<file path="src/hdl/exu_params.svh">
`ifndef EXU_PARAMS_SVH
`define EXU_PARAMS_SVH

// data path and address width
`define EXU_XLEN 32

// global history bits carried with each prediction
`define EXU_HISLEN 8

`define EXU_REG_AW 5    // rd index width

// trap bits that ride along the pipe, decoded later
`define EXU_TRAP_LEN 4

// opaque micro-op fields owned by the memory and pc stages
`define EXU_MEMOP_LEN 4
`define EXU_PCOP_LEN 2

`endif

</file>
<file path="src/hdl/exu_isa_pkg.sv">
package exu_isa_pkg;

  // execute opcode from decode
  typedef enum logic [3:0] {
    EXC_NONE   = 4'd0,
    EXC_LUI    = 4'd1,
    EXC_AUIPC  = 4'd2,
    EXC_JAL    = 4'd3,
    EXC_JALR   = 4'd4,
    EXC_LOAD   = 4'd5,
    EXC_STORE  = 4'd6,
    EXC_BRANCH = 4'd7,
    EXC_OPIMM  = 4'd8,
    EXC_OPREG  = 4'd9,
    EXC_EBREAK = 4'd10
  } exc_op_e;

  // alu operation, the B* codes only drive the compare output
  typedef enum logic [3:0] {
    ALU_ADD  = 4'd0,
    ALU_SUB  = 4'd1,
    ALU_SLL  = 4'd2,
    ALU_SLT  = 4'd3,
    ALU_SLTU = 4'd4,
    ALU_XOR  = 4'd5,
    ALU_SRL  = 4'd6,
    ALU_SRA  = 4'd7,
    ALU_OR   = 4'd8,
    ALU_AND  = 4'd9,
    ALU_BEQ  = 4'd10,
    ALU_BNE  = 4'd11,
    ALU_BLT  = 4'd12,
    ALU_BGE  = 4'd13,
    ALU_BLTU = 4'd14,
    ALU_BGEU = 4'd15
  } alu_op_e;

  // jump class reported to fetch
  typedef enum logic [1:0] {
    JT_NONE   = 2'b00,
    JT_JAL    = 2'b01,
    JT_JALR   = 2'b10,
    JT_BRANCH = 2'b11
  } jump_type_e;

endpackage

</file>
<file path="src/hdl/exu_pipe_pkg.sv">
`include "exu_params.svh"

package exu_pipe_pkg;

  // one issued instruction, decode -> execute
  typedef struct packed {
    logic [`EXU_XLEN-1:0]      inst_addr;
    logic [`EXU_XLEN-1:0]      inst_data;
    logic [`EXU_REG_AW-1:0]    rd_idx;
    logic [`EXU_XLEN-1:0]      rs1_data;
    logic [`EXU_XLEN-1:0]      rs2_data;
    logic [`EXU_XLEN-1:0]      imm;
    exu_isa_pkg::alu_op_e      alu_op;
    logic [`EXU_MEMOP_LEN-1:0] mem_op;
    exu_isa_pkg::exc_op_e      exc_op;
    logic [`EXU_PCOP_LEN-1:0]  pc_op;
    logic [`EXU_TRAP_LEN-1:0]  trap;
    logic                      valid;
  } idex_t;

  // predictor guess attached at fetch
  typedef struct packed {
    logic                   taken;
    logic                   which_pdt;   // selector of the predictor used
    logic [`EXU_HISLEN-1:0] history;
    logic [`EXU_XLEN-1:0]   tag;         // pc the guess was made for
  } pdt_info_t;

  // execute -> memory
  typedef struct packed {
    logic [`EXU_XLEN-1:0]      inst_addr;
    logic [`EXU_XLEN-1:0]      inst_data;
    logic [`EXU_REG_AW-1:0]    rd_idx;
    logic [`EXU_XLEN-1:0]      rs1_data;
    logic [`EXU_XLEN-1:0]      rs2_data;
    logic [`EXU_XLEN-1:0]      imm;
    logic [`EXU_MEMOP_LEN-1:0] mem_op;
    exu_isa_pkg::exc_op_e      exc_op;
    logic [`EXU_PCOP_LEN-1:0]  pc_op;
    logic [`EXU_TRAP_LEN-1:0]  trap;
    logic [`EXU_XLEN-1:0]      alu_data;
    logic                      valid;
  } exmem_t;

  // feedback to the predictor tables
  typedef struct packed {
    logic                    valid;
    logic                    taken;
    logic                    correct;
    logic                    which_pdt;
    logic [`EXU_HISLEN-1:0]  history;
    logic [`EXU_XLEN-1:0]    pc;
    exu_isa_pkg::jump_type_e jump_type;
    logic [`EXU_REG_AW-1:0]  rd_idx;   // lets fetch spot calls and returns
  } bpu_update_t;

  typedef struct packed {
    logic                 valid;
    logic [`EXU_XLEN-1:0] pc;
  } redirect_t;

endpackage

</file>
<file path="src/hdl/alu_top.sv">
`timescale 1ns/1ps
`include "exu_params.svh"

module alu_top (
  input  logic [`EXU_XLEN-1:0] alu_a_i,
  input  logic [`EXU_XLEN-1:0] alu_b_i,
  input  exu_isa_pkg::alu_op_e alu_op_i,
  output logic [`EXU_XLEN-1:0] alu_out_o,
  output logic                 compare_out_o
);

  localparam int SHAMT_W = $clog2(`EXU_XLEN);

  logic [SHAMT_W-1:0] shamt;
  logic               lt_s;
  logic               lt_u;
  logic               eq;

  assign shamt = alu_b_i[SHAMT_W-1:0];   // only low bits count for shifts
  assign lt_s  = $signed(alu_a_i) < $signed(alu_b_i);
  assign lt_u  = alu_a_i < alu_b_i;
  assign eq    = alu_a_i == alu_b_i;

  always_comb begin
    alu_out_o     = '0;
    compare_out_o = 1'b0;
    case (alu_op_i)
      exu_isa_pkg::ALU_ADD:  alu_out_o = alu_a_i + alu_b_i;
      exu_isa_pkg::ALU_SUB:  alu_out_o = alu_a_i - alu_b_i;
      exu_isa_pkg::ALU_SLL:  alu_out_o = alu_a_i << shamt;
      exu_isa_pkg::ALU_SLT:  alu_out_o = {{(`EXU_XLEN-1){1'b0}}, lt_s};
      exu_isa_pkg::ALU_SLTU: alu_out_o = {{(`EXU_XLEN-1){1'b0}}, lt_u};
      exu_isa_pkg::ALU_XOR:  alu_out_o = alu_a_i ^ alu_b_i;
      exu_isa_pkg::ALU_SRL:  alu_out_o = alu_a_i >> shamt;
      exu_isa_pkg::ALU_SRA:  alu_out_o = $unsigned($signed(alu_a_i) >>> shamt);
      exu_isa_pkg::ALU_OR:   alu_out_o = alu_a_i | alu_b_i;
      exu_isa_pkg::ALU_AND:  alu_out_o = alu_a_i & alu_b_i;
      // branch relations, result bus stays 0
      exu_isa_pkg::ALU_BEQ:  compare_out_o = eq;
      exu_isa_pkg::ALU_BNE:  compare_out_o = !eq;
      exu_isa_pkg::ALU_BLT:  compare_out_o = lt_s;
      exu_isa_pkg::ALU_BGE:  compare_out_o = !lt_s;
      exu_isa_pkg::ALU_BLTU: compare_out_o = lt_u;
      exu_isa_pkg::ALU_BGEU: compare_out_o = !lt_u;
      default: begin
        alu_out_o     = '0;
        compare_out_o = 1'b0;
      end
    endcase
  end

endmodule

</file>
<file path="src/hdl/exu_branch_resolve.sv">
`timescale 1ns/1ps
`include "exu_params.svh"

module exu_branch_resolve (
  input  exu_pipe_pkg::idex_t       instr_i,
  input  exu_pipe_pkg::pdt_info_t   pdt_i,
  input  logic                      compare_i,
  output exu_pipe_pkg::redirect_t   redirect_o,
  output exu_pipe_pkg::bpu_update_t bpu_update_o
);

  logic                 is_jal;
  logic                 is_jalr;
  logic                 is_branch;
  logic                 is_jump;
  logic                 taken;
  logic                 pdt_valid;
  logic [`EXU_XLEN-1:0] tgt_base;
  logic [`EXU_XLEN-1:0] tgt_offs;
  exu_isa_pkg::jump_type_e jump_type;

  assign is_jal    = instr_i.exc_op == exu_isa_pkg::EXC_JAL;
  assign is_jalr   = instr_i.exc_op == exu_isa_pkg::EXC_JALR;
  assign is_branch = instr_i.exc_op == exu_isa_pkg::EXC_BRANCH;
  assign is_jump   = is_jal | is_jalr | is_branch;

  assign taken     = is_jal | is_jalr | (is_branch & compare_i);
  // guess only counts if it was made for this very pc
  assign pdt_valid = pdt_i.taken & (pdt_i.tag == instr_i.inst_addr);

  always_comb begin
    if (pdt_i.taken && !taken) begin   // fell through, back to the next instr
      tgt_base = instr_i.inst_addr;
      tgt_offs = `EXU_XLEN'd4;
    end else begin
      tgt_base = is_jalr ? instr_i.rs1_data : instr_i.inst_addr;
      tgt_offs = instr_i.imm;
    end
  end

  always_comb begin
    case (instr_i.exc_op)
      exu_isa_pkg::EXC_JAL:    jump_type = exu_isa_pkg::JT_JAL;
      exu_isa_pkg::EXC_JALR:   jump_type = exu_isa_pkg::JT_JALR;
      exu_isa_pkg::EXC_BRANCH: jump_type = exu_isa_pkg::JT_BRANCH;
      default:                 jump_type = exu_isa_pkg::JT_NONE;
    endcase
  end

  assign redirect_o.valid = instr_i.valid & (taken != pdt_i.taken);
  assign redirect_o.pc    = tgt_base + tgt_offs;

  assign bpu_update_o.valid     = instr_i.valid & is_jump;
  assign bpu_update_o.taken     = taken;
  assign bpu_update_o.correct   = pdt_valid & (taken == pdt_i.taken);
  assign bpu_update_o.which_pdt = pdt_i.which_pdt;
  assign bpu_update_o.history   = pdt_i.history;
  assign bpu_update_o.pc        = instr_i.inst_addr;
  assign bpu_update_o.jump_type = jump_type;
  assign bpu_update_o.rd_idx    = instr_i.rd_idx;

endmodule

</file>
<file path="src/hdl/exu.sv">
`timescale 1ns/1ps
`include "exu_params.svh"

module exu (
  input  exu_pipe_pkg::idex_t       instr_i,
  input  exu_pipe_pkg::pdt_info_t   pdt_i,
  output exu_pipe_pkg::exmem_t      result_o,
  output exu_pipe_pkg::redirect_t   redirect_o,
  output exu_pipe_pkg::bpu_update_t bpu_update_o
);

  logic [`EXU_XLEN-1:0] op_a;
  logic [`EXU_XLEN-1:0] op_b;
  logic [`EXU_XLEN-1:0] imm_upper;
  logic [`EXU_XLEN-1:0] alu_out;
  logic                 compare_out;

  assign imm_upper = {instr_i.imm[`EXU_XLEN-1:12], 12'b0};   // lui/auipc form

  // operand select by execute opcode
  always_comb begin
    op_a = '0;
    op_b = '0;
    case (instr_i.exc_op)
      exu_isa_pkg::EXC_OPREG, exu_isa_pkg::EXC_BRANCH: begin
        op_a = instr_i.rs1_data;
        op_b = instr_i.rs2_data;
      end
      exu_isa_pkg::EXC_OPIMM, exu_isa_pkg::EXC_LOAD, exu_isa_pkg::EXC_STORE: begin
        op_a = instr_i.rs1_data;
        op_b = instr_i.imm;   // address for load/store
      end
      exu_isa_pkg::EXC_JAL, exu_isa_pkg::EXC_JALR: begin
        op_a = instr_i.inst_addr;
        op_b = `EXU_XLEN'd4;   // link value
      end
      exu_isa_pkg::EXC_AUIPC: begin
        op_a = instr_i.inst_addr;
        op_b = imm_upper;
      end
      exu_isa_pkg::EXC_LUI: op_b = imm_upper;   // 0 + imm
      default: ;   // none, ebreak
    endcase
  end

  alu_top u_alu (
    .alu_a_i       (op_a),
    .alu_b_i       (op_b),
    .alu_op_i      (instr_i.alu_op),
    .alu_out_o     (alu_out),
    .compare_out_o (compare_out)
  );

  exu_branch_resolve u_branch_resolve (
    .instr_i      (instr_i),
    .pdt_i        (pdt_i),
    .compare_i    (compare_out),
    .redirect_o   (redirect_o),
    .bpu_update_o (bpu_update_o)
  );

  assign result_o.inst_addr = instr_i.inst_addr;
  assign result_o.inst_data = instr_i.inst_data;
  assign result_o.rd_idx    = instr_i.rd_idx;
  assign result_o.rs1_data  = instr_i.rs1_data;
  assign result_o.rs2_data  = instr_i.rs2_data;   // store data for mem
  assign result_o.imm       = instr_i.imm;
  assign result_o.mem_op    = instr_i.mem_op;
  assign result_o.exc_op    = instr_i.exc_op;
  assign result_o.pc_op     = instr_i.pc_op;
  assign result_o.trap      = instr_i.trap;
  assign result_o.alu_data  = alu_out;
  assign result_o.valid     = instr_i.valid;

endmodule

</file>
<file path="src/hdl/exu_stage_top.sv">
`timescale 1ns/1ps

module exu_stage_top (
  input  logic                      clk_i,
  input  logic                      rst_n_i,
  input  exu_pipe_pkg::idex_t       issue_i,
  input  exu_pipe_pkg::pdt_info_t   pdt_i,
  input  logic                      stall_i,
  output exu_pipe_pkg::exmem_t      exmem_o,
  output exu_pipe_pkg::redirect_t   redirect_o,
  output logic                      flush_o,
  output exu_pipe_pkg::bpu_update_t bpu_update_o
);

  exu_pipe_pkg::idex_t     idex_d;
  exu_pipe_pkg::idex_t     idex_q;
  exu_pipe_pkg::pdt_info_t pdt_q;
  exu_pipe_pkg::exmem_t    exu_result;
  exu_pipe_pkg::exmem_t    exmem_q;
  exu_pipe_pkg::redirect_t redirect;

  // younger instr is on the wrong path when ex redirects
  always_comb begin
    idex_d = issue_i;
    if (redirect.valid) begin
      idex_d.valid = 1'b0;
    end
  end

  // id/ex
  always_ff @(posedge clk_i) begin
    if (!rst_n_i) begin
      idex_q <= '0;
      pdt_q  <= '0;
    end else if (!stall_i) begin
      idex_q <= idex_d;
      pdt_q  <= pdt_i;
    end
  end

  exu u_exu (
    .instr_i      (idex_q),
    .pdt_i        (pdt_q),
    .result_o     (exu_result),
    .redirect_o   (redirect),
    .bpu_update_o (bpu_update_o)
  );

  // ex/mem, frozen together with id/ex on a memory stall
  always_ff @(posedge clk_i) begin
    if (!rst_n_i) begin
      exmem_q <= '0;
    end else if (!stall_i) begin
      exmem_q <= exu_result;
    end
  end

  assign exmem_o    = exmem_q;
  assign redirect_o = redirect;
  assign flush_o    = redirect.valid;   // kills if/id upstream

endmodule

</file>
<file path="config.mk">
export PLATFORM = sky130hd
export DESIGN_NAME = exu_stage_top
export DESIGN_NICKNAME = d
export VERILOG_FILES = /design/src/hdl/exu_isa_pkg.sv /design/src/hdl/exu_pipe_pkg.sv /design/src/hdl/alu_top.sv /design/src/hdl/exu_branch_resolve.sv /design/src/hdl/exu.sv /design/src/hdl/exu_stage_top.sv
export VERILOG_INCLUDE_DIRS = /design/src /design/src/hdl
export SDC_FILE = /design/constraint.sdc
export NUM_CORES = 2
export LEC_CHECK = 0
export ABC_AREA = 1
export BUFFER_PORTS_ARGS = -buffer_cell sky130_fd_sc_hd__buf_2
export CAP_MARGIN = 10
export CORE_MARGIN = 2
export CORE_UTILIZATION = 40
export CTS_CLUSTER_SIZE = 28
export DETAILED_ROUTE_END_ITERATION = 6
export PLACE_DENSITY_LB_ADDON = 0.3
export RECOVER_POWER = 100
export SYNTH_ARGS = -nofsm -noshare
export SYNTH_HDL_FRONTEND = slang
export SYNTH_SLANG_ARGS = --single-unit
</file>
<file path="constraint.sdc">
create_clock -name clk_i -period 9.7 [get_ports clk_i]
set_clock_uncertainty 0.2 [all_clocks]
set_input_delay 0.97 -clock clk_i [delete_from_list [all_inputs] [get_ports clk_i]]
set_output_delay 0.97 -clock clk_i [all_outputs]
set_load 0.02 [all_outputs]
</file>
## Word-level counts from Yosys, hierarchy flattened

Cells that the tools add are included.

| word-level totals | value |
|---|---|
| register bits after elaboration | 438 |
| word-level logic and storage cells | 96 |
| input bits | 229 |
| output and inout port bits | 297 |

| cells by class | value |
|---|---|
| multiplexer cells | 9 |
| bitwise logic cells | 11 |
| magnitude comparators | 2 |
| shift operators | 3 |
| reduce and logical (&&, ||, !) cells | 12 |
| add/subtract/negate cells | 3 |
| equal/unequal tests | 28 |

Operators with widths:

| cell | number |
|---|---|
| $pmux 32 s10 | 1 |
| $pmux 32 s4 | 1 |
| $mux 32 | 3 |
| $add 32x32->32 | 2 |
| $eq 32x32->1 | 2 |
| $lt 32x32->1 | 2 |
| $pmux 32 s2 | 1 |
| $eq 4x4->1 const B | 10 |
| $and 32x32->32 | 1 |
| $eq 4x3->1 const B | 8 |
| $or 32x32->32 | 1 |
| $shl 32x5->32 | 1 |
| $shr 32x5->32 | 1 |
| $sshr 32x5->32 | 1 |
| $sub 32x32->32 | 1 |
| $xor 32x32->32 | 1 |
| $eq 4x2->1 const B | 4 |
| $eq 4x1->1 const B | 2 |
| $pmux 1 s6 | 1 |
| $pmux 2 s3 | 1 |
| $reduce_or 2->1 | 3 |
| $reduce_or 3->1 | 2 |
| $and 1x1->1 | 5 |
| $reduce_or 5->1 | 1 |
| other kinds (7) | 12 |

## Longest topological paths before layout

| depth | value |
|---|---|
| depth after elaboration | 12 |
| depth in mapped cells | 49 |
| gate-level depth less buffers | 46 |

## Hierarchy

A second synthesis with hierarchy kept.

| unflattened totals | value |
|---|---|
| cells, all modules | 4991 |
| area, all modules | 30772.0 µm² |

Modules (own cells, without submodules):

| module | cells an instance | sequential area each (µm²) | times used | area each (µm²) |
|---|---|---|---|---|
| exu_stage_top | 1903 | 8768.4 | 1 | 15213.3 |
| alu_top | 1873 | 0.0 | 1 | 9336.5 |
| exu_branch_resolve | 806 | 0.0 | 1 | 3925.0 |
| exu | 409 | 0.0 | 1 | 2297.2 |

## Least setup slack after synthesis

Ideal clock, no wire load.

| timing path | value |
|---|---|
| kind | reg-to-output |
| start point | register idex_q[10] in the netlist's numbering |
| end point | output port redirect_o[24] in the netlist's numbering |
| required time | 8.530 ns |
| buffers on the path | 7 |
| stages on the path, launching flop included | 46 |
| arrival time | 6.688 ns |
| setup slack | 1.842 ns |
| path through | dfxtp_1 inv_2 nor2_2 nand2_2 nand2_4 buf_2 nand2_1 nand2_1 inv_2 buf_2 buf_2 ha_1 buf_2 a21oi_1 o21ai_0 nor2_1 o21bai_1 nand2_1 (+10 left out) inv_1 nand2_1 clkbuf_1 clkbuf_1 o21ai_0 ha_1 fa_1 nand3_1 nand2_1 a21oi_1 nor2_1 o22ai_1 inv_1 nand2_1 nand2_1 a21boi_0 o21ai_0 xor2_1 |

RTL lines:

| item | line | RTL |
|---|---|---|
| start, declared | exu_stage_top.sv:16 | `exu_pipe_pkg::idex_t idex_q;` |
| start signal, assigned | exu_stage_top.sv:36 | `idex_q <= idex_d;` |
| end, declared | exu_stage_top.sv:10 | `output exu_pipe_pkg::redirect_t redirect_o,` |

==> results.md <==
- Final setup vio count: 0
- Core Box Area: 0.0685 mm²
- Register share of total power: 0.356
- Die extent in x: 267 µm
- Status: complete, but fails checks
- WL/cell: 24.8 µm
- CTS tree: done
- CP max stage delay: 0.42 ns
- Syn_area_per_cell: 6.44 µm²
- Worst-Margin Slew: 7.87 ns
- Total GRT Usage: 0.374
- Critical path's top delay family: compound AO/OA/AOI/OAI gates
- Cell area power density: 180 mW/mm²
- Most common cell in the netlist: nor2_1
- HP Class: reg -> reg
- Clock tree buffer depth: 3
- Wirelength, routed: 137 mm
- Asr flop ratio synth: 0
- Dominant cells by area after synthesis: dfxtp_1 32%, o21ai_0 9.9%, nor2_1 9.1%
- Via count: 32.0k
- Iter 0 DRT Violations: 3876
- Starting Density: 0.403
- CP Launch Type: flip-flop
- CP required: 8.53 ns
- Number of fill cells: 7431
- Final GP Congestion: 1.07
- CTS H-tree lvls: 2
- Cts bufs inserted: 49
- Hold buffers post-CTS: 0
- Area delta synth->final: 14.6%
- Cell Rows: 96
- GR Overflow Total: 0
- Initial DRT Pass Iterations: 7
- Share of layout cells above drive strength 1: 0.0978
- Clock transition at path regs: 0.06 ns
- Post-CTS Setup Bufs: 0
- Vias in the first global route: 29.5k
- Post-cts resize count: 0
- Tcrit/Tclk final: 0.947
- Slowest cell on the critical path: ha_1
- Gate power share: 0.306
- Clock share of power: 0.338
- Flops & latches, synth: 438
- Clock Root Buffer: clkbuf_16
- Worst setup EP type: output port
- Worst setup path class: reg -> out
- DRC viols: 0
- Synth Flop Type: dfxtp_1
- Max Cap Viol: 6
- Cells after Synth: 4282
- Failing checks: capacitance limit, slew limit
- Worst Hold Slack: 0.266 ns
- Switching pwr: 2.21 mW
- Initial antenna violation count: 23
- Slew margin rel.: -4.25
- Avg Vias per Cell: 5.78
- First-pass GRT wire length: 197 mm
- Top-area cell type share of the netlist area: 0.318
- Clock sink total: 438
- Port Buffers: 525
- YS warnings: 0
- Netlist cell types: 56
- Post-synth EDFFs: 0
- Largest net degree at the start of global routing: 216
- Die area: 0.0711 mm²
- Mapped cell area: 0.0276 mm²
- Clk Latency, worst-skew pair: 0.64 ns
- Final min period: 9.18 ns
- Post-synthesis sequential area ratio: 0.318
- Num ports: 526
- Fin. max-slew vios: 790
- Maximum vdd drop: 0.182 mV
- F_max: 109 MHz
- Die Y: 267 µm
- Mapped Nets: 4643
- Final ANT Viol Nets: 0
- Crit Path Max Fanout: 32
- Synth top cells by count: 669 x nor2_1, 626 x nand2_1, 548 x o21ai_0
- Int Pwr: 3.49 mW
- Final Hold Fails: 0
- Total Power: 5.70 mW
- DP Wirelength: 107 mm
- Cell mode on critical path: nand2_1
- Crit path DAT: 8.01 ns
- Pleak: 14.4 nW
- Nets: 4955
- WP buf/inv: 7
- Switch share: 0.387
- Cell taking the most area after synthesis: dfxtp_1
## logic make-up (layout without fill, tap and decap cells)
kind of cell	Yosys count	after routing	share of synthesized area
other	0	10	0
adders and majority gates	132	132	0.0607
muxes	6	6	0.00245
buffers and inverters	634	984	0.0967
DFF	438	438	0.318
xor gates and xnor gates	41	41	0.0130
and+or+nand+nor	1890	1890	0.291
AOI/OAI and AO/OA	1141	1141	0.219
## cell type report
type | count | area (µm²) | share of cell area
flip-flops and latches | 438 | 8770 | 0.277
clock inverters | 20 | 241 | 0.00764
diodes | 10 | 25.0 | 0.000791
repair buffers | 568 | 2610 | 0.0825
clock buffers | 69 | 1410 | 0.0446
multi-input cells | 3210 | 16200 | 0.513
well taps | 882 | 1100 | 0.0349
inverters | 327 | 1240 | 0.0392
## stage by stage
step           setup slack [ns]  std cells  cell area [µm²]  TNS [ns]  utilization
6_report                  0.517       5524            31600         0        0.462
3_5_place_dp               1.10       5425            30300         0        0.442
4_1_cts                   0.419       5514            31900         0        0.467
5_1_grt                -0.00213       5518            31600  -0.00213        0.462
2_1_floorplan              1.84       4282            27600         0            -
3_3_place_gp               1.23       5425            30300         0        0.442
## worst reg2reg max path: cells and delay by family, from the launching register on
kind	cells	cell delay [ns]
buf+inv	3	0.85
compound gates	5	1.73
flops	1	0.39
simple gates	13	2.21
fa+ha+maj	1	0.27
## flip-flops by register name, indices dropped and copies added (netlist names)
register  cells
pdt_q        42
idex_q      184
exmem_o     212
## path summary, 6_finish.rpt
check | end | from | slack, ns | depth (start not counted)
hold / removal | exmem_o[1] | exmem_o[1] | 0.27 | 2
setup reg to reg | exmem_o[32] | idex_q[10] | 3.90 | 22
setup / recovery | redirect_o[21] | idex_q[10] | 0.52 | 37
hold reg to reg | exmem_o[1] | exmem_o[1] | 0.27 | 2
## metal layers
metal | track usage | routed length (µm) | vias up
li1 | - | - | 15000
met1 | 0.452 | 52300 | 14800
met2 | 0.608 | 61800 | 1797
met3 | 0.0813 | 12900 | 410
met4 | 0.230 | 10000 | 18
met5 | 0 | 125 | -
## cell usage in the layout, fill, tap and decap left out, drive strengths merged, types with 36 or more instances in the layout
cell type	Yosys	layout
o22ai	54	54
nand3	481	481
nor2	673	673
nand2	637	637
ha	129	129
o21ai	585	585
clkbuf	204	335
dfxtp	438	438
a21oi	413	413
inv	326	329
buf	103	302
nand4	36	36
## power groups by stage
stage	Combinational, mW	Clock (mW)	Sequential, mW
final	1.74	1.92	2.03
after global placement	1.70	0	2.06
after CTS	1.70	1.95	2.02
after floorplan	1.01	0	2.10
after global routing	1.87	2.02	2.04
after detailed placement	1.69	0	2.06
Note: power is estimated with default switching activity, not from simulation.
